<file path="src/periph_pkg.sv">
/*
 * Address map and register layout of the peripheral subsystem.
 * Each window is 64 KiB and holds four word registers.
 */
package periph_pkg;

  // Bus widths
  localparam int unsigned ADDR_W = 32;
  localparam int unsigned DATA_W = 32;
  localparam int unsigned BE_W   = DATA_W / 8;

  // Byte offset inside a peripheral window
  localparam int unsigned REG_OFS_W = 4;

  // Address map
  localparam logic [ADDR_W-1:0] SOC_CTRL_BASE  = 32'h2000_0000;
  localparam logic [ADDR_W-1:0] INTR_CTRL_BASE = 32'h2001_0000;
  localparam logic [ADDR_W-1:0] WINDOW_MASK    = 32'hffff_0000;

  // SoC control registers
  localparam logic [REG_OFS_W-1:0] SOC_EXIT_VALID_OFS = 4'h0;
  localparam logic [REG_OFS_W-1:0] SOC_EXIT_VALUE_OFS = 4'h4;
  localparam logic [REG_OFS_W-1:0] SOC_SCRATCH_OFS    = 4'h8;

  // Interrupt controller registers
  localparam logic [REG_OFS_W-1:0] INTR_PENDING_OFS = 4'h0;
  localparam logic [REG_OFS_W-1:0] INTR_ENABLE_OFS  = 4'h4;
  localparam logic [REG_OFS_W-1:0] INTR_CLAIM_OFS   = 4'h8;
  localparam logic [REG_OFS_W-1:0] INTR_MSIP_OFS    = 4'hc;

  // Interrupt IDs, ID 0 means no interrupt
  localparam int unsigned NUM_SRC     = 16;
  localparam int unsigned NUM_EXT_IRQ = NUM_SRC - 1;
  localparam int unsigned SRC_ID_W    = $clog2(NUM_SRC);

  // Returned for reads outside both windows
  localparam logic [DATA_W-1:0] UNMAPPED_RDATA = 32'hdead_beef;

endpackage : periph_pkg
</file>
<file path="src/peripheral_subsystem.sv">
/*
 * Bus bridge with SoC control and interrupt controller behind it.
 * SoC control at 0x2000_0000, interrupt controller at 0x2001_0000.
 */
module peripheral_subsystem (
  input  logic                                clk_i,
  input  logic                                rst_n_i,

  input  logic                                req_i,
  input  logic                                we_i,
  input  logic [periph_pkg::ADDR_W-1:0]       addr_i,
  input  logic [periph_pkg::DATA_W-1:0]       wdata_i,
  input  logic [periph_pkg::BE_W-1:0]         be_i,
  output logic                                gnt_o,
  output logic                                rvalid_o,
  output logic [periph_pkg::DATA_W-1:0]       rdata_o,

  // Interrupts
  input  logic [periph_pkg::NUM_EXT_IRQ-1:0]  intr_ext_i,
  output logic                                irq_o,
  output logic                                msip_o,

  // Exit status
  output logic                                exit_valid_o,
  output logic [periph_pkg::DATA_W-1:0]       exit_value_o
);

  import periph_pkg::*;

  logic                 soc_sel;
  logic                 intr_sel;
  logic                 bus_we;
  logic [REG_OFS_W-1:0] bus_ofs;
  logic [DATA_W-1:0]    bus_wdata;
  logic [BE_W-1:0]      bus_be;
  logic [DATA_W-1:0]    soc_rdata;
  logic [DATA_W-1:0]    intr_rdata;

  periph_bus_bridge bridge0 (
    .clk_i,
    .rst_n_i,
    .req_i,
    .we_i,
    .addr_i,
    .wdata_i,
    .be_i,
    .gnt_o,
    .rvalid_o,
    .rdata_o,
    .soc_sel_o    (soc_sel),
    .intr_sel_o   (intr_sel),
    .bus_we_o     (bus_we),
    .bus_ofs_o    (bus_ofs),
    .bus_wdata_o  (bus_wdata),
    .bus_be_o     (bus_be),
    .soc_rdata_i  (soc_rdata),
    .intr_rdata_i (intr_rdata)
  );

  soc_ctrl soc_ctrl0 (
    .clk_i,
    .rst_n_i,
    .sel_i        (soc_sel),
    .we_i         (bus_we),
    .ofs_i        (bus_ofs),
    .wdata_i      (bus_wdata),
    .be_i         (bus_be),
    .rdata_o      (soc_rdata),
    .exit_valid_o,
    .exit_value_o
  );

  intr_ctrl intr_ctrl0 (
    .clk_i,
    .rst_n_i,
    .sel_i        (intr_sel),
    .we_i         (bus_we),
    .ofs_i        (bus_ofs),
    .wdata_i      (bus_wdata),
    .be_i         (bus_be),
    .rdata_o      (intr_rdata),
    .intr_ext_i,
    .irq_o,
    .msip_o
  );

endmodule : peripheral_subsystem

</file>
<file path="src/intr_ctrl.sv">
/*
 * Single target interrupt controller. Sources are edge triggered, lowest ID wins.
 * A claim read has no side effect. Writing the ID to CLAIM completes it.
 */
module intr_ctrl (
  input  logic                                clk_i,
  input  logic                                rst_n_i,
  input  logic                                sel_i,
  input  logic                                we_i,
  input  logic [periph_pkg::REG_OFS_W-1:0]    ofs_i,
  input  logic [periph_pkg::DATA_W-1:0]       wdata_i,
  input  logic [periph_pkg::BE_W-1:0]         be_i,
  output logic [periph_pkg::DATA_W-1:0]       rdata_o,
  input  logic [periph_pkg::NUM_EXT_IRQ-1:0]  intr_ext_i,
  output logic                                irq_o,
  output logic                                msip_o
);

  import periph_pkg::*;

  logic [REG_OFS_W-1:0]   ofs_word;
  logic                   wr_en;
  logic [NUM_EXT_IRQ-1:0] src_sync_q;
  logic [NUM_EXT_IRQ-1:0] src_prev_q;
  logic [NUM_SRC-1:0]     set_mask;
  logic [NUM_SRC-1:0]     clr_mask;
  logic [NUM_SRC-1:0]     pending_q;
  logic [NUM_SRC-1:0]     enable_q;
  logic [NUM_SRC-1:0]     active;
  logic [SRC_ID_W-1:0]    claim_id;
  logic                   msip_q;
  logic                   irq_q;

  assign ofs_word = {ofs_i[REG_OFS_W-1:2], 2'b00};
  assign wr_en    = sel_i & we_i;

  // Rising edges of the sampled sources, ID 0 never fires
  assign set_mask = {src_sync_q & ~src_prev_q, 1'b0};
  assign active   = pending_q & enable_q;

  always_comb begin
    clr_mask = '0;
    if (wr_en && ofs_word == INTR_CLAIM_OFS && be_i[0]) begin
      clr_mask[wdata_i[SRC_ID_W-1:0]] = 1'b1;
    end
  end

  // Lowest enabled pending ID
  always_comb begin
    claim_id = '0;
    for (int i = NUM_SRC - 1; i > 0; i--) begin
      if (active[i]) begin
        claim_id = SRC_ID_W'(i);
      end
    end
  end

  always_ff @(posedge clk_i) begin
    if (!rst_n_i) begin
      src_sync_q <= '0;
      src_prev_q <= '0;
      pending_q  <= '0;
      enable_q   <= '0;
      msip_q     <= 1'b0;
      irq_q      <= 1'b0;
    end else begin
      src_sync_q <= intr_ext_i;
      src_prev_q <= src_sync_q;
      // A new edge wins over a complete of the same ID
      pending_q  <= (pending_q & ~clr_mask) | set_mask;
      irq_q      <= |active;
      if (wr_en && ofs_word == INTR_ENABLE_OFS) begin
        for (int i = 1; i < NUM_SRC; i++) begin
          if (be_i[i/8]) begin
            enable_q[i] <= wdata_i[i];
          end
        end
      end
      if (wr_en && ofs_word == INTR_MSIP_OFS && be_i[0]) begin
        msip_q <= wdata_i[0];
      end
    end
  end

  always_comb begin
    case (ofs_word)
      INTR_PENDING_OFS: rdata_o = DATA_W'(pending_q);
      INTR_ENABLE_OFS:  rdata_o = DATA_W'(enable_q);
      INTR_CLAIM_OFS:   rdata_o = DATA_W'(claim_id);
      INTR_MSIP_OFS:    rdata_o = DATA_W'(msip_q);
      default:          rdata_o = '0;
    endcase
  end

  assign irq_o  = irq_q;
  assign msip_o = msip_q;

endmodule : intr_ctrl

</file>
<file path="src/soc_ctrl.sv">
/*
 * Exit status and scratch registers. Writes land at the end of the select cycle.
 * Exit-valid is bit 0 and only byte 0 can write it.
 */
module soc_ctrl (
  input  logic                                clk_i,
  input  logic                                rst_n_i,
  input  logic                                sel_i,
  input  logic                                we_i,
  input  logic [periph_pkg::REG_OFS_W-1:0]    ofs_i,
  input  logic [periph_pkg::DATA_W-1:0]       wdata_i,
  input  logic [periph_pkg::BE_W-1:0]         be_i,
  output logic [periph_pkg::DATA_W-1:0]       rdata_o,
  output logic                                exit_valid_o,
  output logic [periph_pkg::DATA_W-1:0]       exit_value_o
);

  import periph_pkg::*;

  logic [REG_OFS_W-1:0] ofs_word;
  logic                 wr_en;
  logic                 exit_valid_q;
  logic [DATA_W-1:0]    exit_value_q;
  logic [DATA_W-1:0]    scratch_q;

  // Word aligned offset
  assign ofs_word = {ofs_i[REG_OFS_W-1:2], 2'b00};
  assign wr_en    = sel_i & we_i;

  always_ff @(posedge clk_i) begin
    if (!rst_n_i) begin
      exit_valid_q <= 1'b0;
      exit_value_q <= '0;
      scratch_q    <= '0;
    end else if (wr_en) begin
      if (ofs_word == SOC_EXIT_VALID_OFS && be_i[0]) begin
        exit_valid_q <= wdata_i[0];
      end
      for (int b = 0; b < BE_W; b++) begin
        if (be_i[b] && ofs_word == SOC_EXIT_VALUE_OFS) begin
          exit_value_q[8*b +: 8] <= wdata_i[8*b +: 8];
        end
        if (be_i[b] && ofs_word == SOC_SCRATCH_OFS) begin
          scratch_q[8*b +: 8] <= wdata_i[8*b +: 8];
        end
      end
    end
  end

  always_comb begin
    case (ofs_word)
      SOC_EXIT_VALID_OFS: rdata_o = {{(DATA_W-1){1'b0}}, exit_valid_q};
      SOC_EXIT_VALUE_OFS: rdata_o = exit_value_q;
      SOC_SCRATCH_OFS:    rdata_o = scratch_q;
      default:            rdata_o = '0;
    endcase
  end

  assign exit_valid_o = exit_valid_q;
  assign exit_value_o = exit_value_q;

endmodule : soc_ctrl

</file>
<file path="src/periph_bus_bridge.sv">
/*
 * Always grants. Every granted cycle gets one rvalid_o pulse in the next cycle.
 * Registers alias every 16 bytes inside a window. Unmapped writes are dropped.
 */
module periph_bus_bridge (
  input  logic                                clk_i,
  input  logic                                rst_n_i,

  input  logic                                req_i,
  input  logic                                we_i,
  input  logic [periph_pkg::ADDR_W-1:0]       addr_i,
  input  logic [periph_pkg::DATA_W-1:0]       wdata_i,
  input  logic [periph_pkg::BE_W-1:0]         be_i,
  output logic                                gnt_o,
  output logic                                rvalid_o,
  output logic [periph_pkg::DATA_W-1:0]       rdata_o,

  output logic                                soc_sel_o,
  output logic                                intr_sel_o,
  output logic                                bus_we_o,
  output logic [periph_pkg::REG_OFS_W-1:0]    bus_ofs_o,
  output logic [periph_pkg::DATA_W-1:0]       bus_wdata_o,
  output logic [periph_pkg::BE_W-1:0]         bus_be_o,
  input  logic [periph_pkg::DATA_W-1:0]       soc_rdata_i,
  input  logic [periph_pkg::DATA_W-1:0]       intr_rdata_i
);

  import periph_pkg::*;

  logic              soc_hit;
  logic              intr_hit;
  logic [DATA_W-1:0] rdata_d;
  logic              rvalid_q;
  logic [DATA_W-1:0] rdata_q;

  // Window decode
  assign soc_hit  = (addr_i & WINDOW_MASK) == SOC_CTRL_BASE;
  assign intr_hit = (addr_i & WINDOW_MASK) == INTR_CTRL_BASE;

  assign gnt_o      = req_i;
  assign soc_sel_o  = req_i & soc_hit;
  assign intr_sel_o = req_i & intr_hit;

  // Shared request fields for both peripherals
  assign bus_we_o    = we_i;
  assign bus_ofs_o   = addr_i[REG_OFS_W-1:0];
  assign bus_wdata_o = wdata_i;
  assign bus_be_o    = be_i;

  always_comb begin
    if (soc_hit) begin
      rdata_d = soc_rdata_i;
    end else if (intr_hit) begin
      rdata_d = intr_rdata_i;
    end else begin
      rdata_d = UNMAPPED_RDATA;
    end
  end

  always_ff @(posedge clk_i) begin
    if (!rst_n_i) begin
      rvalid_q <= 1'b0;
      rdata_q  <= '0;
    end else begin
      rvalid_q <= req_i;
      // Data only loads on a granted read
      if (req_i && !we_i) begin
        rdata_q <= rdata_d;
      end
    end
  end

  assign rvalid_o = rvalid_q;
  assign rdata_o  = rdata_q;

endmodule : periph_bus_bridge

</file>
<file path="config.mk">
export PLATFORM = sky130hd
export DESIGN_NAME = peripheral_subsystem
export DESIGN_NICKNAME = d
export VERILOG_FILES = /design/src/periph_pkg.sv /design/src/peripheral_subsystem.sv /design/src/intr_ctrl.sv /design/src/soc_ctrl.sv /design/src/periph_bus_bridge.sv
export SDC_FILE = /design/constraint.sdc
export NUM_CORES = 1
export LEC_CHECK = 0
export BUFFER_PORTS_ARGS = -buffer_cell sky130_fd_sc_hd__buf_2
export CAP_MARGIN = 20
export CELL_PAD_IN_SITES_DETAIL_PLACEMENT = 1
export CELL_PAD_IN_SITES_GLOBAL_PLACEMENT = 1
export CORE_ASPECT_RATIO = 0.75
export CORE_UTILIZATION = 43
export DETAILED_ROUTE_END_ITERATION = 16
export GPL_TIMING_DRIVEN = 0
export PLACE_DENSITY_LB_ADDON = 0.1
export SYNTH_ARGS = -nofsm -noshare
export SYNTH_HDL_FRONTEND = slang
export SYNTH_SLANG_ARGS = --single-unit
</file>
<file path="constraint.sdc">
create_clock -name clk_i -period 3.85 [get_ports clk_i]
set_input_delay 0.5775 -clock clk_i [delete_from_list [all_inputs] [get_ports clk_i]]
set_output_delay 0.5775 -clock clk_i [all_outputs]
set_load 0.02 [all_outputs]
</file>
* After elaboration in Yosys (flattened, before gate mapping) *
Cells that the tools add are included.

word-level totals
  register bits = 161
  logic and storage cells = 87
  input bits = 87
  output and inout port bits = 69

cells by class
  order comparisons = 2
  multiplexer cells = 22
  reductions and logical operators = 30
  bitwise operators = 10
  equal/unequal tests = 5

operators by type and width
  operator                                                                      number
  32-bit one-hot mux with 3 select lines                                        1
  32-bit 2-to-1 mux                                                             2
  16-bit one-hot mux with 4 select lines                                        1
  4-bit 2-to-1 mux                                                              15
  16-bit AND                                                                    2
  16-bit by 14-bit equality test with 1-bit output, second input constant       2
  2-bit AND reduction                                                           11
  1-bit logical AND                                                             16
  16-bit 2-to-1 mux                                                             1
  16-bit inverter                                                               1
  16-bit bitwise OR                                                             1
  16-bit OR reduction                                                           1
  15-bit AND                                                                    1
  15-bit inverter                                                               1
  4-bit by 5-bit less-than comparator with 1-bit output, second input constant  1
  1-bit AND                                                                     4
  1-bit demux with 4-bit select                                                 1
  2-bit equality test, second input constant                                    2
  4-bit by 1-bit >= comparator with 1-bit output, second input constant         1
  4-bit logical NOT                                                             1
  2-bit by 1-bit equality test with 1-bit output, second input constant         1
  1-bit logical NOT                                                             1
  1-bit 2-to-1 mux                                                              1

* Depth between registers and ports, before layout *
Gate-level depths: netlist (run 1).

  depth in word-level cells = 19
  gate-level depth with buffers = 8
  mapped depth without buffers = 5

* Cells and area by module *
A second synthesis (run 1) with hierarchy kept.

second synthesis, totals
  cell total of the unflattened synthesis = 800
  area total of the unflattened synthesis = 7697.4 um^2

modules (own cells, without submodules)
  module             sequential area each (um^2)  cells each  times used  area each (um^2)
  soc_ctrl           1301.2                       297         1           2944.1
  intr_ctrl          1261.2                       304         1           2865.2
  periph_bus_bridge  660.6                        199         1           1888.1

* Least setup slack after synthesis (run 1) *
OpenSTA, ideal clock, no wires.

  path type = in2reg
  start point = in addr_i[2] in the netlist's numbering
  end point = reg intr_ctrl0.pending_q[11]
  cell stages on the path = 6
  library setup time = 0.119 ns
  path buffers = 2
  arrival time = 1.809 ns
  setup slack = 1.922 ns
  data required time = 3.731 ns
  path through = buf_2 nand2b_1 buf_2 or4_4 o21ai_1 a21boi_1

on the way
  word-level cells in the longest chain between the ends = 7

ends and longest elaborated chain
  item                             line                        source
  start: declaration               peripheral_subsystem.sv:11  input logic [periph_pkg::ADDR_W-1:0] addr_i,
  2-bit equality test              intr_ctrl.sv:43             if (wr_en && ofs_word == INTR_CLAIM_OFS && be_i[0]) begin
  1-bit logical AND (2 in series)  intr_ctrl.sv:43
  16-bit 2-to-1 mux                intr_ctrl.sv:43
  16-bit inverter                  intr_ctrl.sv:70             pending_q <= (pending_q & ~clr_mask) | set_mask;
  16-bit AND                       intr_ctrl.sv:70
  16-bit bitwise OR                intr_ctrl.sv:70
  end signal: assignment           intr_ctrl.sv:70
  end: declaration                 intr_ctrl.sv:27             logic [NUM_SRC-1:0] pending_q;

Every way passes these cells.
A chain may end at the register's enable or synchronous reset.

* Worst setup path after layout (run 1) *
  start point = in addr_i[3] in the netlist's numbering
  end point = reg intr_ctrl0.pending_q[5]

The elaborated chain is that of the path after synthesis.

==> results of run 1 <==
## metrics by stage
step,hold slack [ps],power (mW)
floorplan,426,1.91
global placement,438,2.04
detailed placement,445,2.05
CTS,342,3.81
global route,342,3.92
finish,346,3.80
## layer usage
layer	GRT usage, %	vias up	part of all wire (%)	routed length (microns)
met3	7.20	22	6.7	1680
li1	-	3120	-	-
met2	48.4	235	46	11400
met4	8.03	0	1.1	276
met1	42.2	3341	47	11700
met5	0	-	0	0
## layout make-up
cell class	instances	share of cell area (%)
repair buffers	136	7.96
plain buffers	51	2.57
multi-input cells	593	41.6
inverters	1	0.0439
well taps	205	3.00
flip-flops and latches	161	37.7
clock inverters	11	1.81
clock buffers	21	5.38
## worst paths after layout
kind                                        start                                   end  slack (ps)
max                                     addr_i[3]    intr_ctrl0.pending_q[5]$_SDFF_PN0_        1500
min                                intr_ext_i[12]  intr_ctrl0.src_sync_q[12]$_SDFF_PN0_         350
max reg2reg   intr_ctrl0.pending_q[13]$_SDFF_PN0_       bridge0.rdata_o[3]$_SDFFE_PN0P_        2020
min reg2reg  soc_ctrl0.scratch_q[29]$_SDFFE_PN0P_  soc_ctrl0.scratch_q[29]$_SDFFE_PN0P_         450
## cells in the mapped netlist (14+ instances only)
cell type / number / area [sq um]
dfxtp_1: 161 / 3220
and2_1: 34 / 213
a21boi_0: 43 / 323
buf_2: 14 / 70.1
mux2i_1: 17 / 170
nand3_1: 27 / 135
a21boi_1: 63 / 473
o21ai_0: 35 / 175
a22o_1: 16 / 140
nand2_1: 203 / 762
nand2b_1: 20 / 125
clkbuf_1: 33 / 124
a21oi_1: 21 / 105
## cell families (layout without fill, tap and decap cells)
group	count (synthesis)	after routing	synth area share (%)
mux	17	17	2.43
compound gates	222	222	22.4
flops	161	161	46.0
buf+inv	52	220	3.20
simple gates	354	354	25.9
## sequential cells by signal, indices dropped and copies added, names as in the netlist
| signal | count |
|---|---|
| soc_ctrl0.scratch_q | 32 |
| intr_ctrl0.src_prev_q | 15 |
| intr_ctrl0.msip_o | 1 |
| soc_ctrl0.exit_value_o | 32 |
| intr_ctrl0.pending_q | 16 |
| soc_ctrl0.exit_valid_o | 1 |
| intr_ctrl0.irq_o | 1 |
| intr_ctrl0.enable_q | 15 |
| bridge0.rvalid_o | 1 |
| intr_ctrl0.src_sync_q | 15 |
| bridge0.rdata_o | 32 |
## where the power goes
| group | total [mW] | switching [mW] | internal (mW) |
|---|---|---|---|
| logic | 0.282 | 0.180 | 0.102 |
| registers | 1.74 | 0.0281 | 1.71 |
| clock network | 1.78 | 0.723 | 1.06 |
| total | 3.80 | 0.931 | 2.87 |
## worst max-delay path, delay by kind of cell
family,cells,cell delay [ps]
AOI/OAI and AO/OA,2,430
buffers and inverters,3,1000
and+or+nand+nor,2,640
==> qor.yml, run 1 <==
min_path_cells: 2
antenna_found_initial: 0
path_cells: "buf_2, nor2b_1, buf_2, buf_1, nand4_1, o21ai_0, a21boi_0"
first_pass_iters: 5
fmax_mhz: 425
cpPeakStageDelay_ps: 540
fp.coreArea_sq_mm: 0.0156
grt_pass1_vias: 6872
start_util_pct: 45.0
rows: 39
path_max_fanout: 10
skew_ps: 7.36
final_area_sq_mm: 0.00855
path_clk_slew_ps: 70
port_buffers: 136
p_per_area_mw_per_mm2: 444
layout_commonest_cell: "nand2_1"
period_minus_slack_ps: 2350
clkLatencyLatePin_ps: 440
boundaryPins: 156
die_y_microns: 113
end_kind: "flip-flop"
wl_per_cell_microns: 21.3
vias: 6718
htreeDepth: 4
hpwl_mm: 18.9
grt_setup_unrepaired: "false"
setup_violations: 0
synth_area_sq_mm: 0.00700
cp_common_cell: "buf_2"
period_share_pct: 61.1
synth_edf_count: 0
vias_per_cell: 5.70
synth_area_per_cell_sq_um: 8.69
peakVddDrop_uv: 230
cts_buffers: 17
area_growth_pct: 22.2
worst_pin_slew_ps: 725
drc_errors: 0
placed_cells: 1147
ys.flop_type: "dfxtp_1"
drtIter0Drc: 507
multi_input_area_sq_mm: 0.00355
gp_congestion: 0.946
ys_types: 45
cts_tree: "built"
dieArea_sq_mm: 0.0168
die_w_microns: 149
cp-start-kind: "input port"
cpMaxStageDelayCell: "buf_1"
critPathKind: "in2reg"
clock_path_buffers: 2
clock-sinks: 161
cts_root_buffer: "clkbuf_16"
final_core_util_pct: 55.0
ant_nets: 0
post-cts-setup-buffers: 0
min_path_type: "in2reg"
r2r_cells: 5
seqCellArea_sq_mm: 0.00322
setup_ws_ps: 1500
antenna_cells: 0
relSlewSlack_pct: 51.7
final_cell_mix: "nand2_1 (203), dfxtp_1 (161), buf_2 (150)"
required_ps: 4160
syn_nets: 893
fin_nets: 1048
tns_ps: 0
grtUsageTotal_pct: 30.8
async_flop_share_pct: 0
hold_viol_final: 0
overflow: 0
grt_pass1_wl_mm: 38.7
grt_max_degree: 17
arrival_ps: 2660
outcome: "complete, no violations"
nFillCells: 1888
drive_gt1_share_pct: 20.7
finalMaxSlewViolations: 0
ys_seq_elements: 161
fin_cells: 1179
hold_buffers: 0
max_cap_viol_count: 0
dpl-instance-area_sq_mm: 0.00794
pre_cts_ws_ps: 1030
p_leak_nw: 3.40
wl_mm: 25.1
yosysWarnings: 0
yosysSeqAreaShare_pct: 46.0
cts_resized: 0
syn_inst: 806
Note: power is estimated with default switching activity, not from simulation.
==> inputs of run 2 (changes only) <==
CORE_UTILIZATION = 40   (was 43)
clock period = 2.25 ns   (was 3.85 ns; I/O delays follow)
==> qor.yml, run 2 (synthesized netlist as in run 1, its figures left out) <==
cts_resized: 0
die_y_microns: 117
gp_congestion: 0.872
nFillCells: 2085
first_pass_iters: 4
fin_nets: 1047
path_clk_slew_ps: 60
die_w_microns: 155
cpPeakStageDelay_ps: 420
relSlewSlack_pct: 47.0
grt_pass1_wl_mm: 38.3
fp.coreArea_sq_mm: 0.0170
vias: 6604
worst_pin_slew_ps: 796
cts_root_buffer: "clkbuf_16"
period_minus_slack_ps: 1890
skew_ps: 7.55
arrival_ps: 2220
wl_mm: 24.7
cp_common_cell: "buf_2"
path_max_fanout: 10
clock-sinks: 161
grt_max_degree: 17
area_growth_pct: 22.8
htreeDepth: 4
final_cell_mix: "nand2_1 (203), dfxtp_1 (161), buf_2 (150)"
path_cells: "buf_2, nor4_4, and4_1, buf_2, nand3_1, nand2_1, a21boi_1"
grt_setup_unrepaired: "false"
cts_buffers: 17
overflow: 0
dieArea_sq_mm: 0.0180
layout_commonest_cell: "nand2_1"
hold_viol_final: 0
min_path_type: "in2reg"
ant_nets: 0
required_ps: 2570
fmax_mhz: 528
cts_tree: "built"
wl_per_cell_microns: 20.4
grt_pass1_vias: 6538
grtUsageTotal_pct: 28.8
end_kind: "flip-flop"
hpwl_mm: 18.3
worst_path_dominant_cell_family: "simple AND/OR/NAND/NOR gates"
final_core_util_pct: 50.6
drc_errors: 0
critPathBufInv: 2
critPathKind: "in2reg"
peakVddDrop_uv: 430
hold_buffers: 0
multi_input_area_sq_mm: 0.00355
p_per_area_mw_per_mm2: 760
outcome: "complete, no violations"
port_buffers: 136
boundaryPins: 156
cpMaxStageDelayCell: "and4_1"
start_util_pct: 41.2
period_share_pct: 84.1
max_cap_viol_count: 0
vias_per_cell: 5.46
p_leak_nw: 3.41
clkLatencyLatePin_ps: 440
post-cts-setup-buffers: 0
antenna_cells: 0
setup_violations: 0
setup_ws_ps: 357
cp-start-kind: "input port"
drtIter0Drc: 424
drive_gt1_share_pct: 20.9
seqCellArea_sq_mm: 0.00322
pre_cts_ws_ps: -249
finalMaxSlewViolations: 0
tns_ps: 0
rows: 41
antenna_found_initial: 0
clock_path_buffers: 2
run 2: power by group:
group / leakage [nW] / switching, mW / total [mW] / internal [mW]
clock: 0.296 / 1.24 / 3.09 / 1.84
combinational: 1.80 / 0.304 / 0.477 / 0.174
sequential: 1.31 / 0.0471 / 2.97 / 2.92
total: 3.41 / 1.60 / 6.54 / 4.94
run 2: final cells by class:
cell class,count,area share (%)
Clock inverter,11,1.78
Sequential cell,161,37.5
Multi-Input combinational cell,593,41.3
Timing Repair Buffer,136,7.92
Clock buffer,21,5.47
Tap cell,236,3.43
Inverter,1,0.0437
Buffer,50,2.52
run 2: worst reg2reg max path, cell delays in order, from the launching register on:
cell	delay (ps)
dfxtp_1	340
a22oi_1	370
nand4_1	190
a311oi_1	420
o31ai_1	120
and2_1	170
run 2: path summary, 6_finish.rpt:
path | slack (ps) | startpoint | to | cells after the start
setup / recovery | 360 | addr_i[21] | soc_ctrl0.exit_value_o[12]$_SDFFE_PN0P_ | 7
hold / removal | 110 | intr_ext_i[7] | intr_ctrl0.src_sync_q[7]$_SDFF_PN0_ | 2
setup reg to reg | 520 | intr_ctrl0.enable_q[13]$_SDFFE_PN0P_ | bridge0.rdata_o[3]$_SDFFE_PN0P_ | 5
hold reg to reg | 450 | soc_ctrl0.scratch_q[5]$_SDFFE_PN0P_ | soc_ctrl0.scratch_q[5]$_SDFFE_PN0P_ | 2
run 2: stage by stage:
stage               cell area, sq um  instances  hold WS [ps]  power (mW)
global route                    8600       1209           103        6.75
CTS                             8600       1210          90.8        6.58
floorplan                       7000        806           426        3.27
detailed placement              7980       1178           445        3.51
finish                          8600       1209           105        6.54
global placement                7980       1178           436        3.50
run 2: per-layer routing:
| layer | vias up | global-route usage (%) | wire length (microns) | share of wire (%) |
|---|---|---|---|---|
| met5 | - | 0 | 0 | 0 |
| met4 | 0 | 9.50 | 373 | 1.5 |
| met1 | 3271 | 41.7 | 12400 | 50 |
| li1 | 3127 | - | - | - |
| met3 | 29 | 4.42 | 1160 | 4.7 |
| met2 | 177 | 43.7 | 10800 | 44 |
==> inputs of run 3 (changes only) <==
clock period = 1.75 ns   (was 2.25 ns; I/O delays follow)
==> qor.yml, run 3 (synthesized netlist as in run 1, its figures left out) <==
cpPeakStageDelay_ps: 400
layout_commonest_cell: "nand2_1"
path_clk_slew_ps: 70
clkLatencyLatePin_ps: 440
nFillCells: 2076
die_y_microns: 117
fin_nets: 1051
drive_gt1_share_pct: 21.9
seq_power_share_pct: 45.4
finalMaxSlewViolations: 0
worst_pin_slew_ps: 786
period_minus_slack_ps: 1770
relSlewSlack_pct: 47.6
ant_nets: 0
final_area_sq_mm: 0.00866
cpMaxStageDelayCell: "and4_2"
cts_tree: "built"
drc_errors: 0
vias_per_cell: 5.47
min_path_cells: 2
skew_ps: 6.33
antenna_found_initial: 0
grt_pass1_vias: 6538
period_share_pct: 101
setup_ws_ps: -17.5
end_kind: "flip-flop"
final_cell_mix: "nand2_1 (203), dfxtp_1 (161), buf_2 (149)"
outcome: "complete, but fails checks"
port_buffers: 136
min_from: "intr_ext_i[1]"
worst_path_dominant_cell_family: "simple AND/OR/NAND/NOR gates"
die_w_microns: 155
switching_share_pct: 24.5
area_growth_pct: 23.7
p_leak_nw: 3.44
peakVddDrop_uv: 566
hold_end: "intr_ctrl0.src_sync_q[1]$_SDFF_PN0_"
critPathBufInv: 2
first_pass_iters: 4
cts_buffers: 17
wl_per_cell_microns: 20.5
hold_viol_final: 0
required_ps: 2070
overflow: 0
reg2reg_from: "intr_ctrl0.pending_q[11]$_SDFF_PN0_"
grt_setup_unrepaired: "true"
arrival_ps: 2090
rrSetupSlack_ps: 140
max_cap_viol_count: 0
gp_congestion: 0.872
violations: "setup timing"
setup_violations: 2
path_max_fanout: 10
clkPwrFrac_pct: 47.2
dieArea_sq_mm: 0.0180
boundaryPins: 156
min_path_type: "in2reg"
drtIter0Drc: 463
wl_mm: 24.9
combPwrFrac_pct: 7.4
fp.coreArea_sq_mm: 0.0170
hpwl_mm: 18.3
p_int_mw: 6.35
p_sw_mw: 2.06
r2r_cells: 5
regToRegEndpoint: "bridge0.rdata_o[3]$_SDFFE_PN0P_"
power.total_mw: 8.42
fmax_mhz: 566
grt_max_degree: 17
p_per_area_mw_per_mm2: 971
htreeDepth: 4
rows: 41
clock-sinks: 161
cp-start-kind: "input port"
path_cells: "buf_2, nor4b_4, and4_2, buf_2, nand3_1, nand2_1, a21boi_0"
grt_pass1_wl_mm: 38.3
clock_path_buffers: 2
start_util_pct: 41.2
cts_root_buffer: "clkbuf_16"
dpl-instance-area_sq_mm: 0.00798
cp_common_cell: "buf_2"
vias: 6642
critPathKind: "in2reg"
grtUsageTotal_pct: 28.8
[run 3: routing by layer]
layer	share of wire, %	vias up	GRT usage (%)
li1	-	3129	-
met1	50	3306	41.7
met5	0	-	0
met3	5.0	28	4.42
met2	44	179	43.7
met4	1.6	0	9.50
[run 3: how the worst max path moves through the flow]
stage | from | to | cells past startpoint
after detailed placement | addr_i[3] | intr_ctrl0.pending_q[5]$_SDFF_PN0_ | 7
final | addr_i[28] | soc_ctrl0.scratch_q[18]$_SDFFE_PN0P_ | 7
after CTS | addr_i[21] | soc_ctrl0.exit_value_o[19]$_SDFFE_PN0P_ | 7
after global routing | addr_i[22] | soc_ctrl0.scratch_q[8]$_SDFFE_PN0P_ | 7
after floorplan | addr_i[2] | intr_ctrl0.pending_q[11]$_SDFF_PN0_ | 6
after global placement | addr_i[3] | intr_ctrl0.pending_q[5]$_SDFF_PN0_ | 7
[run 3: final cells by class]
cell class | instances | area (sq um) | area share [%]
Multi-Input combinational cell | 593 | 3590 | 41.4
Sequential cell | 161 | 3220 | 37.2
Timing Repair Buffer | 139 | 703 | 8.12
Clock buffer | 21 | 470 | 5.43
Tap cell | 236 | 295 | 3.41
Buffer | 51 | 228 | 2.63
Clock inverter | 11 | 153 | 1.76
Inverter | 1 | 3.75 | 0.0433
Antenna cell | 1 | 2.50 | 0.0289
[run 3: repair_timing]
| action | 4_1_cts | 5_1_grt |
|---|---|---|
| buffers inserted | 0 | 3 |
| hold buffers | 0 | 0 |
| resized for setup | 2 | 11 |
| pin swaps | 0 | 2 |
| endpoints found under the setup margin | 25 | 86 |
[run 3: power groups by stage]
stage               logic (mW)  clock network (mW)  registers (mW)
detailed placement       0.611                   0            3.90
CTS                      0.616                4.03            3.82
global placement         0.602                   0            3.90
floorplan                0.280                   0            3.93
global route             0.670                4.18            3.83
finish                   0.622                3.98            3.82
[run 3: per-stage QoR]
stage	instances	setup TNS (ps)	hold slack, ps	setup WS, ps	util [%]
final	1214	-33.9	27.4	-17.5	51.0
after global routing	1213	-2660	28.4	-83.6	51.0
after CTS	1210	0	15.8	24.8	50.7
after detailed placement	1178	-47410	445	-674	47.0
after global placement	1178	-43110	436	-698	47.0
after floorplan	806	0	390	137	-
